===== src/card_ctrl_pkg.sv =====
package card_ctrl_pkg;

//////////////////////////////
// Register map

localparam int AXIL_ADDR_W = 7;

localparam logic [AXIL_ADDR_W-1:0] REG_UART_DATA   = 7'h00;
localparam logic [AXIL_ADDR_W-1:0] REG_UART_STATUS = 7'h04;
localparam logic [AXIL_ADDR_W-1:0] REG_IRQ_ENABLE  = 7'h08;
localparam logic [AXIL_ADDR_W-1:0] REG_IRQ_STATUS  = 7'h0C;
localparam logic [AXIL_ADDR_W-1:0] REG_EE_COUNT    = 7'h10;
// Config words 0..15 at 0x40..0x7C
localparam logic [AXIL_ADDR_W-1:0] REG_CFG_BASE    = 7'h40;

//////////////////////////////
// Function sizes

localparam int UART_DIV = 8;
localparam int UART_CNT_W = $clog2(UART_DIV);
localparam int CFG_WORDS = 16;
localparam int CFG_IDX_W = 4;
localparam int CFG_DATA_W = 16;
// Address bits sent by the Microwire master
localparam int EE_ADDR_BITS = 6;
localparam int EE_CNT_W = 4;

//////////////////////////////
// Encodings

typedef enum logic [1:0] {
	RESP_OKAY   = 2'b00,
	RESP_SLVERR = 2'b10
} axil_resp_e;

typedef enum logic [1:0] {
	MW_EXT   = 2'b00,
	MW_WRITE = 2'b01,
	MW_READ  = 2'b10,
	MW_ERASE = 2'b11
} mw_op_e;

typedef enum logic [2:0] {
	EE_IDLE,
	EE_START,
	EE_OPCODE,
	EE_ADDR,
	EE_DATA,
	EE_IGNORE
} ee_state_e;

// Shared by transmit and receive machines
typedef enum logic [1:0] {
	UART_IDLE,
	UART_START,
	UART_BITS,
	UART_STOP
} uart_state_e;

//////////////////////////////
// Bundles

typedef struct packed {
	logic [AXIL_ADDR_W-1:0] awaddr;
	logic                   awvalid;
	logic [31:0]            wdata;
	logic [3:0]             wstrb;
	logic                   wvalid;
	logic                   bready;
	logic [AXIL_ADDR_W-1:0] araddr;
	logic                   arvalid;
	logic                   rready;
} axil_req_s;

typedef struct packed {
	logic        awready;
	logic        wready;
	axil_resp_e  bresp;
	logic        bvalid;
	logic        arready;
	logic [31:0] rdata;
	axil_resp_e  rresp;
	logic        rvalid;
} axil_rsp_s;

typedef struct packed {
	logic       tx_start;
	logic [7:0] tx_byte;
	logic       rx_ack;
} uart_ctl_s;

typedef struct packed {
	logic       tx_busy;
	logic       rx_valid;
	logic       rx_overrun;
	logic [7:0] rx_byte;
	logic       rx_event;
} uart_stat_s;

typedef struct packed {
	logic                  wr_en;
	logic [CFG_IDX_W-1:0]  index;
	logic [CFG_DATA_W-1:0] word;
} cfg_wr_s;

endpackage


===== src/card_ctrl_top.sv =====
`timescale 1ns/1ps

module card_ctrl_top import card_ctrl_pkg::*; (
	input  logic      clk_i,
	input  logic      reset_i,
	input  axil_req_s axil_req_i,
	output axil_rsp_s axil_rsp_o,
	output logic      irq_o,
	// Serial port
	input  logic      uart_rx_i,
	output logic      uart_tx_o,
	// Configuration EEPROM
	input  logic      ee_sk_i,
	input  logic      ee_cs_i,
	input  logic      ee_di_i,
	output logic      ee_do_o
);

uart_ctl_s uart_ctl;
uart_stat_s uart_stat;
cfg_wr_s cfg_wr;
logic [CFG_IDX_W-1:0] cfg_raddr;
logic [CFG_DATA_W-1:0] cfg_rdata;
logic ee_read_done;

host_regs host_regs_i(
	.clk_i(clk_i),
	.reset_i(reset_i),
	.axil_req_i(axil_req_i),
	.uart_stat_i(uart_stat),
	.cfg_rdata_i(cfg_rdata),
	.ee_read_done_i(ee_read_done),
	.axil_rsp_o(axil_rsp_o),
	.uart_ctl_o(uart_ctl),
	.cfg_wr_o(cfg_wr),
	.cfg_raddr_o(cfg_raddr),
	.irq_o(irq_o)
);

uart_port uart_port_i(
	.clk_i(clk_i),
	.reset_i(reset_i),
	.uart_ctl_i(uart_ctl),
	.uart_rx_i(uart_rx_i),
	.uart_stat_o(uart_stat),
	.uart_tx_o(uart_tx_o)
);

eeprom_emu eeprom_emu_i(
	.clk_i(clk_i),
	.reset_i(reset_i),
	.sk_i(ee_sk_i),
	.cs_i(ee_cs_i),
	.di_i(ee_di_i),
	.cfg_wr_i(cfg_wr),
	.cfg_raddr_i(cfg_raddr),
	.do_o(ee_do_o),
	.read_done_o(ee_read_done),
	.cfg_rdata_o(cfg_rdata)
);

endmodule


===== src/eeprom_emu.sv =====
`timescale 1ns/1ps

module eeprom_emu import card_ctrl_pkg::*; (
	input  logic                  clk_i,
	input  logic                  reset_i,
	input  logic                  sk_i,
	input  logic                  cs_i,
	input  logic                  di_i,
	input  cfg_wr_s               cfg_wr_i,
	input  logic [CFG_IDX_W-1:0]  cfg_raddr_i,
	output logic                  do_o,
	output logic                  read_done_o,
	output logic [CFG_DATA_W-1:0] cfg_rdata_o
);

// Configuration store, host written
logic [CFG_DATA_W-1:0] mem [CFG_WORDS];

logic [1:0] sk_sync_q;
logic [1:0] cs_sync_q;
logic [1:0] di_sync_q;
logic sk_prev_q;
logic sk_s;
logic cs_s;
logic di_s;
logic sk_rise;

ee_state_e state_q;
mw_op_e op_q;
logic [EE_CNT_W-1:0] bit_cnt_q;
// Only the low address bits matter, so upper ones fall off the end
logic [CFG_IDX_W-2:0] addr_sh_q;
logic [CFG_DATA_W-1:0] data_sh_q;
logic do_q;
logic read_done_q;

always_ff @(posedge clk_i) begin
	if (cfg_wr_i.wr_en)
		mem[cfg_wr_i.index] <= cfg_wr_i.word;
end

assign cfg_rdata_o = mem[cfg_raddr_i];

//////////////////////////////
// Pin synchronizers

always_ff @(posedge clk_i) begin
	if (reset_i) begin
		sk_sync_q <= '0;
		cs_sync_q <= '0;
		di_sync_q <= '0;
		sk_prev_q <= 1'b0;
	end else begin
		sk_sync_q <= {sk_sync_q[0], sk_i};
		cs_sync_q <= {cs_sync_q[0], cs_i};
		di_sync_q <= {di_sync_q[0], di_i};
		sk_prev_q <= sk_s;
	end
end

assign sk_s = sk_sync_q[1];
assign cs_s = cs_sync_q[1];
assign di_s = di_sync_q[1];
assign sk_rise = sk_s && !sk_prev_q;

//////////////////////////////
// Command decoder

always_ff @(posedge clk_i) begin
	if (reset_i) begin
		state_q <= EE_IDLE;
		bit_cnt_q <= '0;
		do_q <= 1'b0;
		read_done_q <= 1'b0;
	end else begin
		read_done_q <= 1'b0;
		if (!cs_s) begin
			state_q <= EE_IDLE;
			do_q <= 1'b0;
		end else begin
			case (state_q)
			EE_IDLE: state_q <= EE_START;
			// Leading zeros before the start bit are skipped
			EE_START: if (sk_rise && di_s) begin
				bit_cnt_q <= '0;
				state_q <= EE_OPCODE;
			end
			EE_OPCODE: if (sk_rise) begin
				op_q <= mw_op_e'({op_q[0], di_s});
				bit_cnt_q <= bit_cnt_q + 1'b1;
				if (bit_cnt_q == EE_CNT_W'(1)) begin
					bit_cnt_q <= '0;
					state_q <= EE_ADDR;
				end
			end
			EE_ADDR: if (sk_rise) begin
				addr_sh_q <= {addr_sh_q[CFG_IDX_W-3:0], di_s};
				bit_cnt_q <= bit_cnt_q + 1'b1;
				if (bit_cnt_q == EE_CNT_W'(EE_ADDR_BITS-1)) begin
					// Dummy zero goes out first
					do_q <= 1'b0;
					bit_cnt_q <= '0;
					data_sh_q <= mem[{addr_sh_q, di_s}];
					state_q <= (op_q == MW_READ) ? EE_DATA : EE_IGNORE;
				end
			end
			EE_DATA: if (sk_rise) begin
				do_q <= data_sh_q[CFG_DATA_W-1];
				data_sh_q <= {data_sh_q[CFG_DATA_W-2:0], 1'b0};
				bit_cnt_q <= bit_cnt_q + 1'b1;
				if (bit_cnt_q == EE_CNT_W'(CFG_DATA_W-1)) begin
					read_done_q <= 1'b1;
					state_q <= EE_IGNORE;
				end
			end
			// no sequential reads, rest of the frame is dead
			EE_IGNORE: if (sk_rise)
				do_q <= 1'b0;
			default: state_q <= EE_IDLE;
			endcase
		end
	end
end

assign do_o = do_q;
assign read_done_o = read_done_q;

a_do_low_no_cs: assert property (@(posedge clk_i) disable iff (reset_i)
	!cs_s |=> !do_o);

endmodule


===== src/host_regs.sv =====
`timescale 1ns/1ps

module host_regs import card_ctrl_pkg::*; (
	input  logic                  clk_i,
	input  logic                  reset_i,
	input  axil_req_s             axil_req_i,
	input  uart_stat_s            uart_stat_i,
	input  logic [CFG_DATA_W-1:0] cfg_rdata_i,
	input  logic                  ee_read_done_i,
	output axil_rsp_s             axil_rsp_o,
	output uart_ctl_s             uart_ctl_o,
	output cfg_wr_s               cfg_wr_o,
	output logic [CFG_IDX_W-1:0]  cfg_raddr_o,
	output logic                  irq_o
);

// AXI handshake state
logic wr_rdy_q;
logic rd_rdy_q;
logic bvalid_q;
logic rvalid_q;
axil_resp_e bresp_q;
axil_resp_e rresp_q;
logic [31:0] rdata_q;

// Register contents
logic [1:0] irq_en_q;
logic [1:0] irq_stat_q;
logic [7:0] ee_count_q;

// Commands to the functions
logic tx_start_q;
logic rx_ack_q;
logic [7:0] tx_byte_q;
logic cfg_wr_en_q;
logic [CFG_IDX_W-1:0] cfg_index_q;
logic [CFG_DATA_W-1:0] cfg_word_q;

// Decode
logic [AXIL_ADDR_W-1:0] wr_addr;
logic [AXIL_ADDR_W-1:0] rd_addr;
logic wr_cfg;
logic wr_hit;
logic rd_hit;
logic [31:0] rd_word;
logic [1:0] irq_set;
logic [1:0] irq_clr;

function automatic logic is_cfg(input logic [AXIL_ADDR_W-1:0] addr);
	is_cfg = addr[AXIL_ADDR_W-1] && (addr[1:0] == 2'b00);
endfunction

assign wr_addr = axil_req_i.awaddr;
assign rd_addr = axil_req_i.araddr;
assign wr_cfg = is_cfg(wr_addr);
assign wr_hit = wr_cfg || (wr_addr inside {REG_UART_DATA, REG_UART_STATUS,
	REG_IRQ_ENABLE, REG_IRQ_STATUS, REG_EE_COUNT});

// Store read goes out combinationally, comes back registered into rdata
assign cfg_raddr_o = rd_addr[CFG_IDX_W+1:2];

always_comb begin
	rd_hit = 1'b1;
	rd_word = '0;
	if (is_cfg(rd_addr)) begin
		rd_word = {16'b0, cfg_rdata_i};
	end else begin
		case (rd_addr)
		REG_UART_DATA:   rd_word = {24'b0, uart_stat_i.rx_byte};
		REG_UART_STATUS: rd_word = {29'b0, uart_stat_i.rx_overrun,
			uart_stat_i.rx_valid, uart_stat_i.tx_busy};
		REG_IRQ_ENABLE:  rd_word = {30'b0, irq_en_q};
		REG_IRQ_STATUS:  rd_word = {30'b0, irq_stat_q};
		REG_EE_COUNT:    rd_word = {24'b0, ee_count_q};
		default:         rd_hit = 1'b0;
		endcase
	end
end

//////////////////////////////
// AXI4-Lite responders

always_ff @(posedge clk_i) begin
	if (reset_i) begin
		wr_rdy_q <= 1'b0;
		rd_rdy_q <= 1'b0;
		bvalid_q <= 1'b0;
		rvalid_q <= 1'b0;
	end else begin
		// Ready pulses once per transaction, never while a response waits
		wr_rdy_q <= axil_req_i.awvalid && axil_req_i.wvalid && !bvalid_q && !wr_rdy_q;
		rd_rdy_q <= axil_req_i.arvalid && !rvalid_q && !rd_rdy_q;
		if (wr_rdy_q)
			bvalid_q <= 1'b1;
		else if (axil_req_i.bready)
			bvalid_q <= 1'b0;
		if (rd_rdy_q)
			rvalid_q <= 1'b1;
		else if (axil_req_i.rready)
			rvalid_q <= 1'b0;
	end
end

always_ff @(posedge clk_i) begin
	if (wr_rdy_q) begin
		bresp_q <= wr_hit ? RESP_OKAY : RESP_SLVERR;
		tx_byte_q <= axil_req_i.wdata[7:0];
		cfg_index_q <= wr_addr[CFG_IDX_W+1:2];
		cfg_word_q <= axil_req_i.wdata[CFG_DATA_W-1:0];
	end
	if (rd_rdy_q) begin
		rresp_q <= rd_hit ? RESP_OKAY : RESP_SLVERR;
		rdata_q <= rd_word;
	end
end

//////////////////////////////
// Commands, interrupts, counter

assign irq_set = {ee_read_done_i, uart_stat_i.rx_event};
assign irq_clr = (wr_rdy_q && wr_addr == REG_IRQ_STATUS) ? axil_req_i.wdata[1:0] : 2'b00;

always_ff @(posedge clk_i) begin
	if (reset_i) begin
		tx_start_q <= 1'b0;
		rx_ack_q <= 1'b0;
		cfg_wr_en_q <= 1'b0;
		irq_en_q <= '0;
		irq_stat_q <= '0;
		ee_count_q <= '0;
	end else begin
		// Data written while busy is dropped
		tx_start_q <= wr_rdy_q && (wr_addr == REG_UART_DATA) && !uart_stat_i.tx_busy;
		rx_ack_q <= rd_rdy_q && (rd_addr == REG_UART_DATA);
		cfg_wr_en_q <= wr_rdy_q && wr_cfg;
		if (wr_rdy_q && wr_addr == REG_IRQ_ENABLE)
			irq_en_q <= axil_req_i.wdata[1:0];
		// New events win over a clear in the same cycle
		irq_stat_q <= (irq_stat_q & ~irq_clr) | irq_set;
		ee_count_q <= ee_count_q + {7'b0, ee_read_done_i};
	end
end

assign irq_o = |(irq_stat_q & irq_en_q);

assign uart_ctl_o = '{tx_start: tx_start_q, tx_byte: tx_byte_q, rx_ack: rx_ack_q};
assign cfg_wr_o = '{wr_en: cfg_wr_en_q, index: cfg_index_q, word: cfg_word_q};
assign axil_rsp_o = '{
	awready: wr_rdy_q,
	wready:  wr_rdy_q,
	bresp:   bresp_q,
	bvalid:  bvalid_q,
	arready: rd_rdy_q,
	rdata:   rdata_q,
	rresp:   rresp_q,
	rvalid:  rvalid_q
};

//////////////////////////////
// Checks

a_bvalid_hold: assert property (@(posedge clk_i) disable iff (reset_i)
	axil_rsp_o.bvalid && !axil_req_i.bready |=> axil_rsp_o.bvalid);

a_rvalid_hold: assert property (@(posedge clk_i) disable iff (reset_i)
	axil_rsp_o.rvalid && !axil_req_i.rready |=> axil_rsp_o.rvalid);

// Transmitter must be idle whenever a start is issued
a_tx_start_idle: assert property (@(posedge clk_i) disable iff (reset_i)
	!(uart_ctl_o.tx_start && uart_stat_i.tx_busy));

endmodule


===== src/uart_port.sv =====
`timescale 1ns/1ps

module uart_port import card_ctrl_pkg::*; (
	input  logic       clk_i,
	input  logic       reset_i,
	input  uart_ctl_s  uart_ctl_i,
	input  logic       uart_rx_i,
	output uart_stat_s uart_stat_o,
	output logic       uart_tx_o
);

uart_state_e tx_state_q;
logic [UART_CNT_W-1:0] tx_cnt_q;
logic [2:0] tx_idx_q;
logic [7:0] tx_shift_q;
logic tx_q;

uart_state_e rx_state_q;
logic [UART_CNT_W-1:0] rx_cnt_q;
logic [2:0] rx_idx_q;
logic [7:0] rx_shift_q;
logic [1:0] rx_sync_q;
logic rx_prev_q;
logic rx_s;
logic rx_valid_q;
logic rx_overrun_q;
logic [7:0] rx_byte_q;
logic rx_event_q;

//////////////////////////////
// Transmitter

always_ff @(posedge clk_i) begin
	if (reset_i) begin
		tx_state_q <= UART_IDLE;
		tx_q <= 1'b1;
		tx_cnt_q <= '0;
		tx_idx_q <= '0;
	end else begin
		tx_cnt_q <= tx_cnt_q + 1'b1;
		case (tx_state_q)
		UART_IDLE: begin
			tx_q <= 1'b1;
			tx_cnt_q <= '0;
			if (uart_ctl_i.tx_start) begin
				tx_shift_q <= uart_ctl_i.tx_byte;
				tx_q <= 1'b0;
				tx_state_q <= UART_START;
			end
		end
		UART_START: if (tx_cnt_q == UART_CNT_W'(UART_DIV-1)) begin
			// LSB first
			tx_q <= tx_shift_q[0];
			tx_shift_q <= tx_shift_q >> 1;
			tx_idx_q <= '0;
			tx_state_q <= UART_BITS;
		end
		UART_BITS: if (tx_cnt_q == UART_CNT_W'(UART_DIV-1)) begin
			tx_idx_q <= tx_idx_q + 1'b1;
			if (tx_idx_q == 3'd7) begin
				tx_q <= 1'b1;
				tx_state_q <= UART_STOP;
			end else begin
				tx_q <= tx_shift_q[0];
				tx_shift_q <= tx_shift_q >> 1;
			end
		end
		UART_STOP: if (tx_cnt_q == UART_CNT_W'(UART_DIV-1))
			tx_state_q <= UART_IDLE;
		endcase
	end
end

assign uart_tx_o = tx_q;

//////////////////////////////
// Receiver

assign rx_s = rx_sync_q[1];

always_ff @(posedge clk_i) begin
	if (reset_i) begin
		rx_sync_q <= 2'b11;
		rx_prev_q <= 1'b1;
		rx_state_q <= UART_IDLE;
		rx_cnt_q <= '0;
		rx_idx_q <= '0;
		rx_valid_q <= 1'b0;
		rx_overrun_q <= 1'b0;
		rx_byte_q <= '0;
		rx_event_q <= 1'b0;
	end else begin
		rx_sync_q <= {rx_sync_q[0], uart_rx_i};
		rx_prev_q <= rx_s;
		rx_event_q <= 1'b0;
		rx_cnt_q <= rx_cnt_q + 1'b1;
		if (uart_ctl_i.rx_ack) begin
			rx_valid_q <= 1'b0;
			rx_overrun_q <= 1'b0;
		end
		case (rx_state_q)
		UART_IDLE: begin
			rx_cnt_q <= '0;
			if (rx_prev_q && !rx_s)
				rx_state_q <= UART_START;
		end
		// Half a bit in, line must still be low
		UART_START: if (rx_cnt_q == UART_CNT_W'(UART_DIV/2-1)) begin
			rx_cnt_q <= '0;
			rx_idx_q <= '0;
			rx_state_q <= rx_s ? UART_IDLE : UART_BITS;
		end
		UART_BITS: if (rx_cnt_q == UART_CNT_W'(UART_DIV-1)) begin
			rx_shift_q <= {rx_s, rx_shift_q[7:1]};
			rx_idx_q <= rx_idx_q + 1'b1;
			if (rx_idx_q == 3'd7)
				rx_state_q <= UART_STOP;
		end
		UART_STOP: if (rx_cnt_q == UART_CNT_W'(UART_DIV-1)) begin
			rx_state_q <= UART_IDLE;
			// framing error drops the byte
			if (rx_s) begin
				rx_byte_q <= rx_shift_q;
				rx_valid_q <= 1'b1;
				rx_overrun_q <= rx_valid_q && !uart_ctl_i.rx_ack;
				rx_event_q <= 1'b1;
			end
		end
		endcase
	end
end

assign uart_stat_o = '{
	tx_busy:    (tx_state_q != UART_IDLE),
	rx_valid:   rx_valid_q,
	rx_overrun: rx_overrun_q,
	rx_byte:    rx_byte_q,
	rx_event:   rx_event_q
};

a_tx_idle_high: assert property (@(posedge clk_i) disable iff (reset_i)
	tx_state_q == UART_IDLE |-> uart_tx_o);

endmodule

===== config.mk =====
export PLATFORM = sky130hd
export DESIGN_NAME = card_ctrl_top
export DESIGN_NICKNAME = d
export VERILOG_FILES = /design/src/card_ctrl_pkg.sv /design/src/card_ctrl_top.sv /design/src/eeprom_emu.sv /design/src/host_regs.sv /design/src/uart_port.sv
export SDC_FILE = /design/constraint.sdc
export NUM_CORES = 1
export LEC_CHECK = 0
export BUFFER_PORTS_ARGS = -buffer_cell sky130_fd_sc_hd__buf_2
export CORE_ASPECT_RATIO = 0.8
export CORE_MARGIN = 2
export CORE_UTILIZATION = 65
export DETAILED_ROUTE_END_ITERATION = 10
export PLACE_DENSITY = 0.84
export SYNTH_ARGS = -nofsm -noshare
export SYNTH_HDL_FRONTEND = slang
export SYNTH_SLANG_ARGS = --single-unit

===== constraint.sdc =====
create_clock -name clk_i -period 6 [get_ports clk_i]
set_clock_uncertainty 0.15 [all_clocks]
set_input_delay 1.2 -clock clk_i [delete_from_list [all_inputs] [get_ports clk_i]]
set_output_delay 1.2 -clock clk_i [all_outputs]
set_load 0.1 [all_outputs]

* Word level (Yosys, flattened, before mapping) *
Memories as Yosys holds them, arrays and structs flattened.
Cells that the tools add are included.

storage, ports and cells
  bits in registers = 167
  memory bits (writable) = 256
  input bits = 61
  output and inout port bits = 44
  memories = 1

cells by class
  $add $sub $neg = 6
  equal/unequal tests = 47
  muxes and demuxes = 79
  bitwise logic cells = 11
  reduce and logical (&&, ||, !) cells = 63

memories
  memory            depth  bits a word  read ports  clocked after memory_dff  wr ports  line              source
  eeprom_emu_i.mem  16     16           2           0                         1         eeprom_emu.sv:17  logic [CFG_DATA_W-1:0] mem [CFG_WORDS];

operators by type and width
  cell                                                                     number
  16-bit two-way mux                                                       4
  8-bit one-hot mux with 5 select lines                                    1
  3-bit two-way mux                                                        12
  2-bit by 1-bit inequality test with 1-bit output, second input constant  17
  8-bit two-way mux                                                        4
  16-bit one-hot mux with 2 select lines                                   1
  7-bit by 4-bit == test with 1-bit output, second input constant          4
  2-bit two-way mux                                                        14
  1-bit two-way mux                                                        27
  4-bit two-way mux                                                        6
  8-bit one-hot mux with 3 select lines                                    1
  3-bit == test, second input constant                                     6
  3-bit one-hot mux with 2 select lines                                    3
  3-bit one-hot mux with 6 select lines                                    1
  6-bit AND reduction                                                      3
  1-bit logical AND                                                        17
  2-bit one-hot mux with 4 select lines                                    2
  4-bit one-hot mux with 4 select lines                                    1
  3-bit AND reduction                                                      5
  5-bit AND reduction                                                      3
  7-bit by 3-bit == test with 1-bit output, second input constant          2
  7-bit by 5-bit == test with 1-bit output, second input constant          2
  7-bit zero test                                                          2
  3-bit by 1-bit adder with 3-bit output, second input constant            4
  other kinds (29)                                                         64

* Longest topological paths before layout *
  depth after elaboration = 6
  depth in mapped cells = 7
  depth with buffers taken out = 7

* Cells and area by module *
A second synthesis with hierarchy kept.

second synthesis, totals
  cells, all modules = 1,051
  area total of the unflattened synthesis = 17,983.5 um^2

by module, submodules not included
  module      instances  cells an instance  area each (um^2)  seq. area each (um^2)
  eeprom_emu  1          659                13,399.1          8,638.3
  host_regs   1          209                2,567.5           1,521.5
  uart_port   1          183                2,016.9           1,101.1

* Worst setup path before layout *
Ideal clock, no wire load.

  path type = input -> register
  start point = input axil_req_i[4] (netlist name)
  end point = register host_regs_i.rdata_q[7], data pin
  library setup time = 0.271 ns
  data arrival time = 2.569 ns
  required time = 5.579 ns
  setup slack = 3.009 ns
  stages = 6
  path buffers = 3
  cells stage by stage = buf_2 > buf_6 > buf_2 > mux4_2 > a22oi_1 > o211ai_1

between the ends
  cells in the longest elaborated chain, start to end = 3

ends and longest elaborated chain
  element                                                           line                source
  start, declared                                                   card_ctrl_top.sv:6  input axil_req_s axil_req_i,
  7-bit by 5-bit == test with 1-bit output (tied with other cells)  host_regs.sv:68     case (rd_addr)
  8-bit one-hot mux with 5 select lines                             host_regs.sv:68
  16-bit two-way mux (*)                                            host_regs.sv:65     if (is_cfg(rd_addr)) begin
  net host_regs_i.rd_word[7]                                        host_regs.sv:45     logic [31:0] rd_word;
  end signal, assigned                                              host_regs.sv:113    rdata_q <= rd_word;
  end, declared                                                     host_regs.sv:24     logic [31:0] rdata_q;

The timed path passes the listed nets; every way through them passes the cells marked *.
A chain may end at the register's enable or synchronous reset.

* Final worst setup path *
  start point = register host_regs_i.wr_rdy_q
  end point = output axil_rsp_o[40] (netlist name)

RTL lines
  element                 line                source
  start, declared         host_regs.sv:18     logic wr_rdy_q;
  start signal, assigned  host_regs.sv:91     wr_rdy_q <= axil_req_i.awvalid && axil_req_i.wvalid && !bvalid_q && !wr_rdy_q;
  end, declared           card_ctrl_top.sv:7  output axil_rsp_s axil_rsp_o,

No word-level cell between the ends.

==> flow_summary.ini <==
[outcome]
status = completed

[routing]
postRouteAntennaNets = 0
drc = 0
drtIter0Drc = 1307
vias = 10300
first_pass_iters = 5
avgViaCountPerCell = 6.77
routed_wl_um = 41600
wire_per_inst_um = 27.3

[placed_design]
placed_cell_area_mm2 = 0.0183
port_buffers = 66
place_ws_ns = 2.05
gp_congestion = 0.840
place_inst = 1452
dp_hpwl_um = 24000

[logic_synthesis]
syn_area_mm2 = 0.0176
avgSynthCellArea_um2 = 16.6
ys_ff_latch = 397
async_reset_ff_share_pct = 0
synth_top_flop_cell = edfxtp_1
synth_edf_count = 331
syn_inst = 1064
synthDistinctLibCells = 60
ys_seq_area_share_pct = 63.9
ys_warn_count = 0

[grt]
grt_use_total_pct = 30.1
grt_max_degree = 69
antenna_found_initial = 1
grt_pass1_vias = 10200
grt_pass1_wl_um = 62500
grt.overflow.total = 0

[clocking]
root_buffer = clkbuf_16
cts.clk_slew.worst_paths_ns = 0.06
cts_sinks = 397
cts_buffer_depth = 3
cts_setup_buffers = 0
hold_buffers = 0
numCtsBuffers = 39
insertion_delay_ns = 0.53
cts_tree = yes
cts.repair.resized = 0
htreeDepth = 2

[critical_path]
worstPathArrival_ns = 2.26
path_class = flip-flop to output port
endpoint_kind = output port
crit_fanout = 15
startpoint_type = flip-flop
crit_required_ns = 4.65

[final_layout]
fin_cells = 1522
nets = 1219
final_cell_area_mm2 = 0.0194
layout_common_cells = 331 x edfxtp_1, 123 x mux4_2, 66 x dfxtp_1
final_common_cell = edfxtp_1
layout-drive-gt1-share_pct = 27.1
area_delta_synth_final_pct = 10.3

[timing]
grt_setup_unrepaired = no
min_period_ns = 3.61
fin_tns_setup_ns = 0
clock.fmax_ghz = 0.277
period_share_pct = 60.1
relSlewSlack_pct = 18.1
worst_pin_slew_ns = 1.22
setup_slack_ns = 2.39
hold_violations = 0
slew_viol_final = 0
setup_violations = 0

[floorplan]
fp.dieW_um = 188
die_area_mm2 = 0.0285
start_util_pct = 66.6
core_mm2 = 0.0265
fp.dieH_um = 151
rows = 53
pin_count = 105

[power_and_ir_drop]
powerDensity_mw_per_mm2 = 292
leakage_nw = 6.60
peakVddDrop_mv = 0.207

[worst_hold_path]
min_path_type = flip-flop to flip-flop

[flow_run]
maxCapViolations = 0
-- metrics by stage --
stage,utilization (%),hold WS (ns),power (mW)
after detailed placement,69.0,0.245,3.44
final,73.5,0.272,5.68
after global routing,73.5,0.295,5.83
after global placement,69.0,0.247,3.43
after CTS,73.5,0.272,5.69
after floorplan,-,0.238,3.37
-- area by class of cell --
type | count | area (µm²)
Sequential cell | 397 | 11300
Fill cell | 1558 | 7010
Multi-Input combinational cell | 587 | 5940
Clock buffer | 53 | 1080
Timing Repair Buffer | 95 | 551
Tap cell | 357 | 447
Clock inverter | 16 | 103
Inverter | 16 | 60.1
Antenna cell | 1 | 2.50
-- power breakdown --
part	total, mW	switching (mW)	internal, mW
Sequential	3.03	0.0292	3.00
Clock	2.29	0.988	1.30
Combinational	0.361	0.252	0.108
-- cells by family (layout without fill, tap and decap cells) --
group                      count (synthesis)  after routing  synth area share [%]
adders and majority gates                 22             22                  1.56
xor gates and xnor gates                   6              6                 0.298
and+or+nand+nor                          213            213                  6.18
buffers and inverters                     97            180                  3.09
AOI/OAI and AO/OA                        128            128                  4.43
other                                      1             19                0.0213
muxes                                    200            200                  20.5
DFF                                      397            397                  63.9
-- state kept, by name (all words and copies together) (netlist names), 3 cells and up, named ones only --
register                 count
host_regs_i.rdata_q         16
eeprom_emu_i.data_sh_q      16
host_regs_i.cfg_index_q      4
uart_port_i.tx_shift_q       8
uart_port_i.tx_cnt_q         3
uart_port_i.tx_idx_q         3
uart_port_i.rx_cnt_q         3
eeprom_emu_i.bit_cnt_q       4
eeprom_emu_i.mem           256
host_regs_i.cfg_word_q      16
host_regs_i.ee_count_q       8
uart_port_i.rx_shift_q       8
uart_port_i.rx_idx_q         3
eeprom_emu_i.state_q         3
eeprom_emu_i.addr_sh_q       3
uart_port_i.rx_byte_q        8
-- path summary, 6_finish.rpt --
path                            cells past startpoint                      start                   endpoint  slack [ns]
worst min-delay path                                1       host_regs_i.rx_ack_q   uart_port_i.rx_overrun_q        0.27
worst min register to register                      1       host_regs_i.rx_ack_q   uart_port_i.rx_overrun_q        0.27
worst max-delay path                                2       host_regs_i.wr_rdy_q             axil_rsp_o[40]        2.39
worst max register to register                      7  eeprom_emu_i.addr_sh_q[0]  eeprom_emu_i.data_sh_q[7]        2.82
-- cells in the mapped netlist (2+ instances only) --
cell type / n / share of area (%)
edfxtp_1: 331 / 56
mux4_2: 123 / 16
dfxtp_1: 66 / 7.5
nor2_1: 66 / 1.4
mux2i_1: 60 / 3.4
a21oi_1: 45 / 1.3
nand2_1: 40 / 0.85
o21ai_0: 28 / 0.79
buf_4: 26 / 1.1
ha_1: 22 / 1.6
buf_2: 21 / 0.60
nor2b_1: 20 / 0.71
clkbuf_1: 16 / 0.34
inv_1: 16 / 0.34
nand3_1: 15 / 0.43
mux2_2: 13 / 0.83
nor3_1: 13 / 0.37
and3_1: 12 / 0.43
a22oi_1: 10 / 0.43
buf_1: 10 / 0.21
nand2b_1: 10 / 0.35
o22ai_1: 9 / 0.32
a31oi_1: 7 / 0.25
buf_6: 6 / 0.38
nand3b_1: 6 / 0.26
o211ai_1: 6 / 0.26
nor4_1: 5 / 0.18
or2_2: 5 / 0.18
a2111oi_0: 4 / 0.20
mux4_1: 4 / 0.60
nand4_1: 4 / 0.14
xor2_1: 4 / 0.20
a22o_1: 3 / 0.15
and2_1: 3 / 0.11
and2b_2: 3 / 0.15
a211oi_1: 2 / 0.085
a311oi_1: 2 / 0.099
a32oi_1: 2 / 0.099
nor3b_1: 2 / 0.085
nor4b_1: 2 / 0.099
o311ai_0: 2 / 0.099
xnor2_1: 2 / 0.099
-- metal layers --
layer | part of all wire (%) | global-route usage, % | up-vias
met5 | 0 | 0 | -
li1 | - | - | 4370
met4 | 3.1 | 9.80 | 0
met2 | 49 | 49.6 | 685
met3 | 12 | 6.26 | 113
met1 | 36 | 41.2 | 5141
-- critical path, stage by stage (launching register included) --
cell and delay [ns]:
dfxtp_1 0.77, buf_4 0.44, buf_2 0.50
No activity file was read; power rests on OpenSTA's default activity.
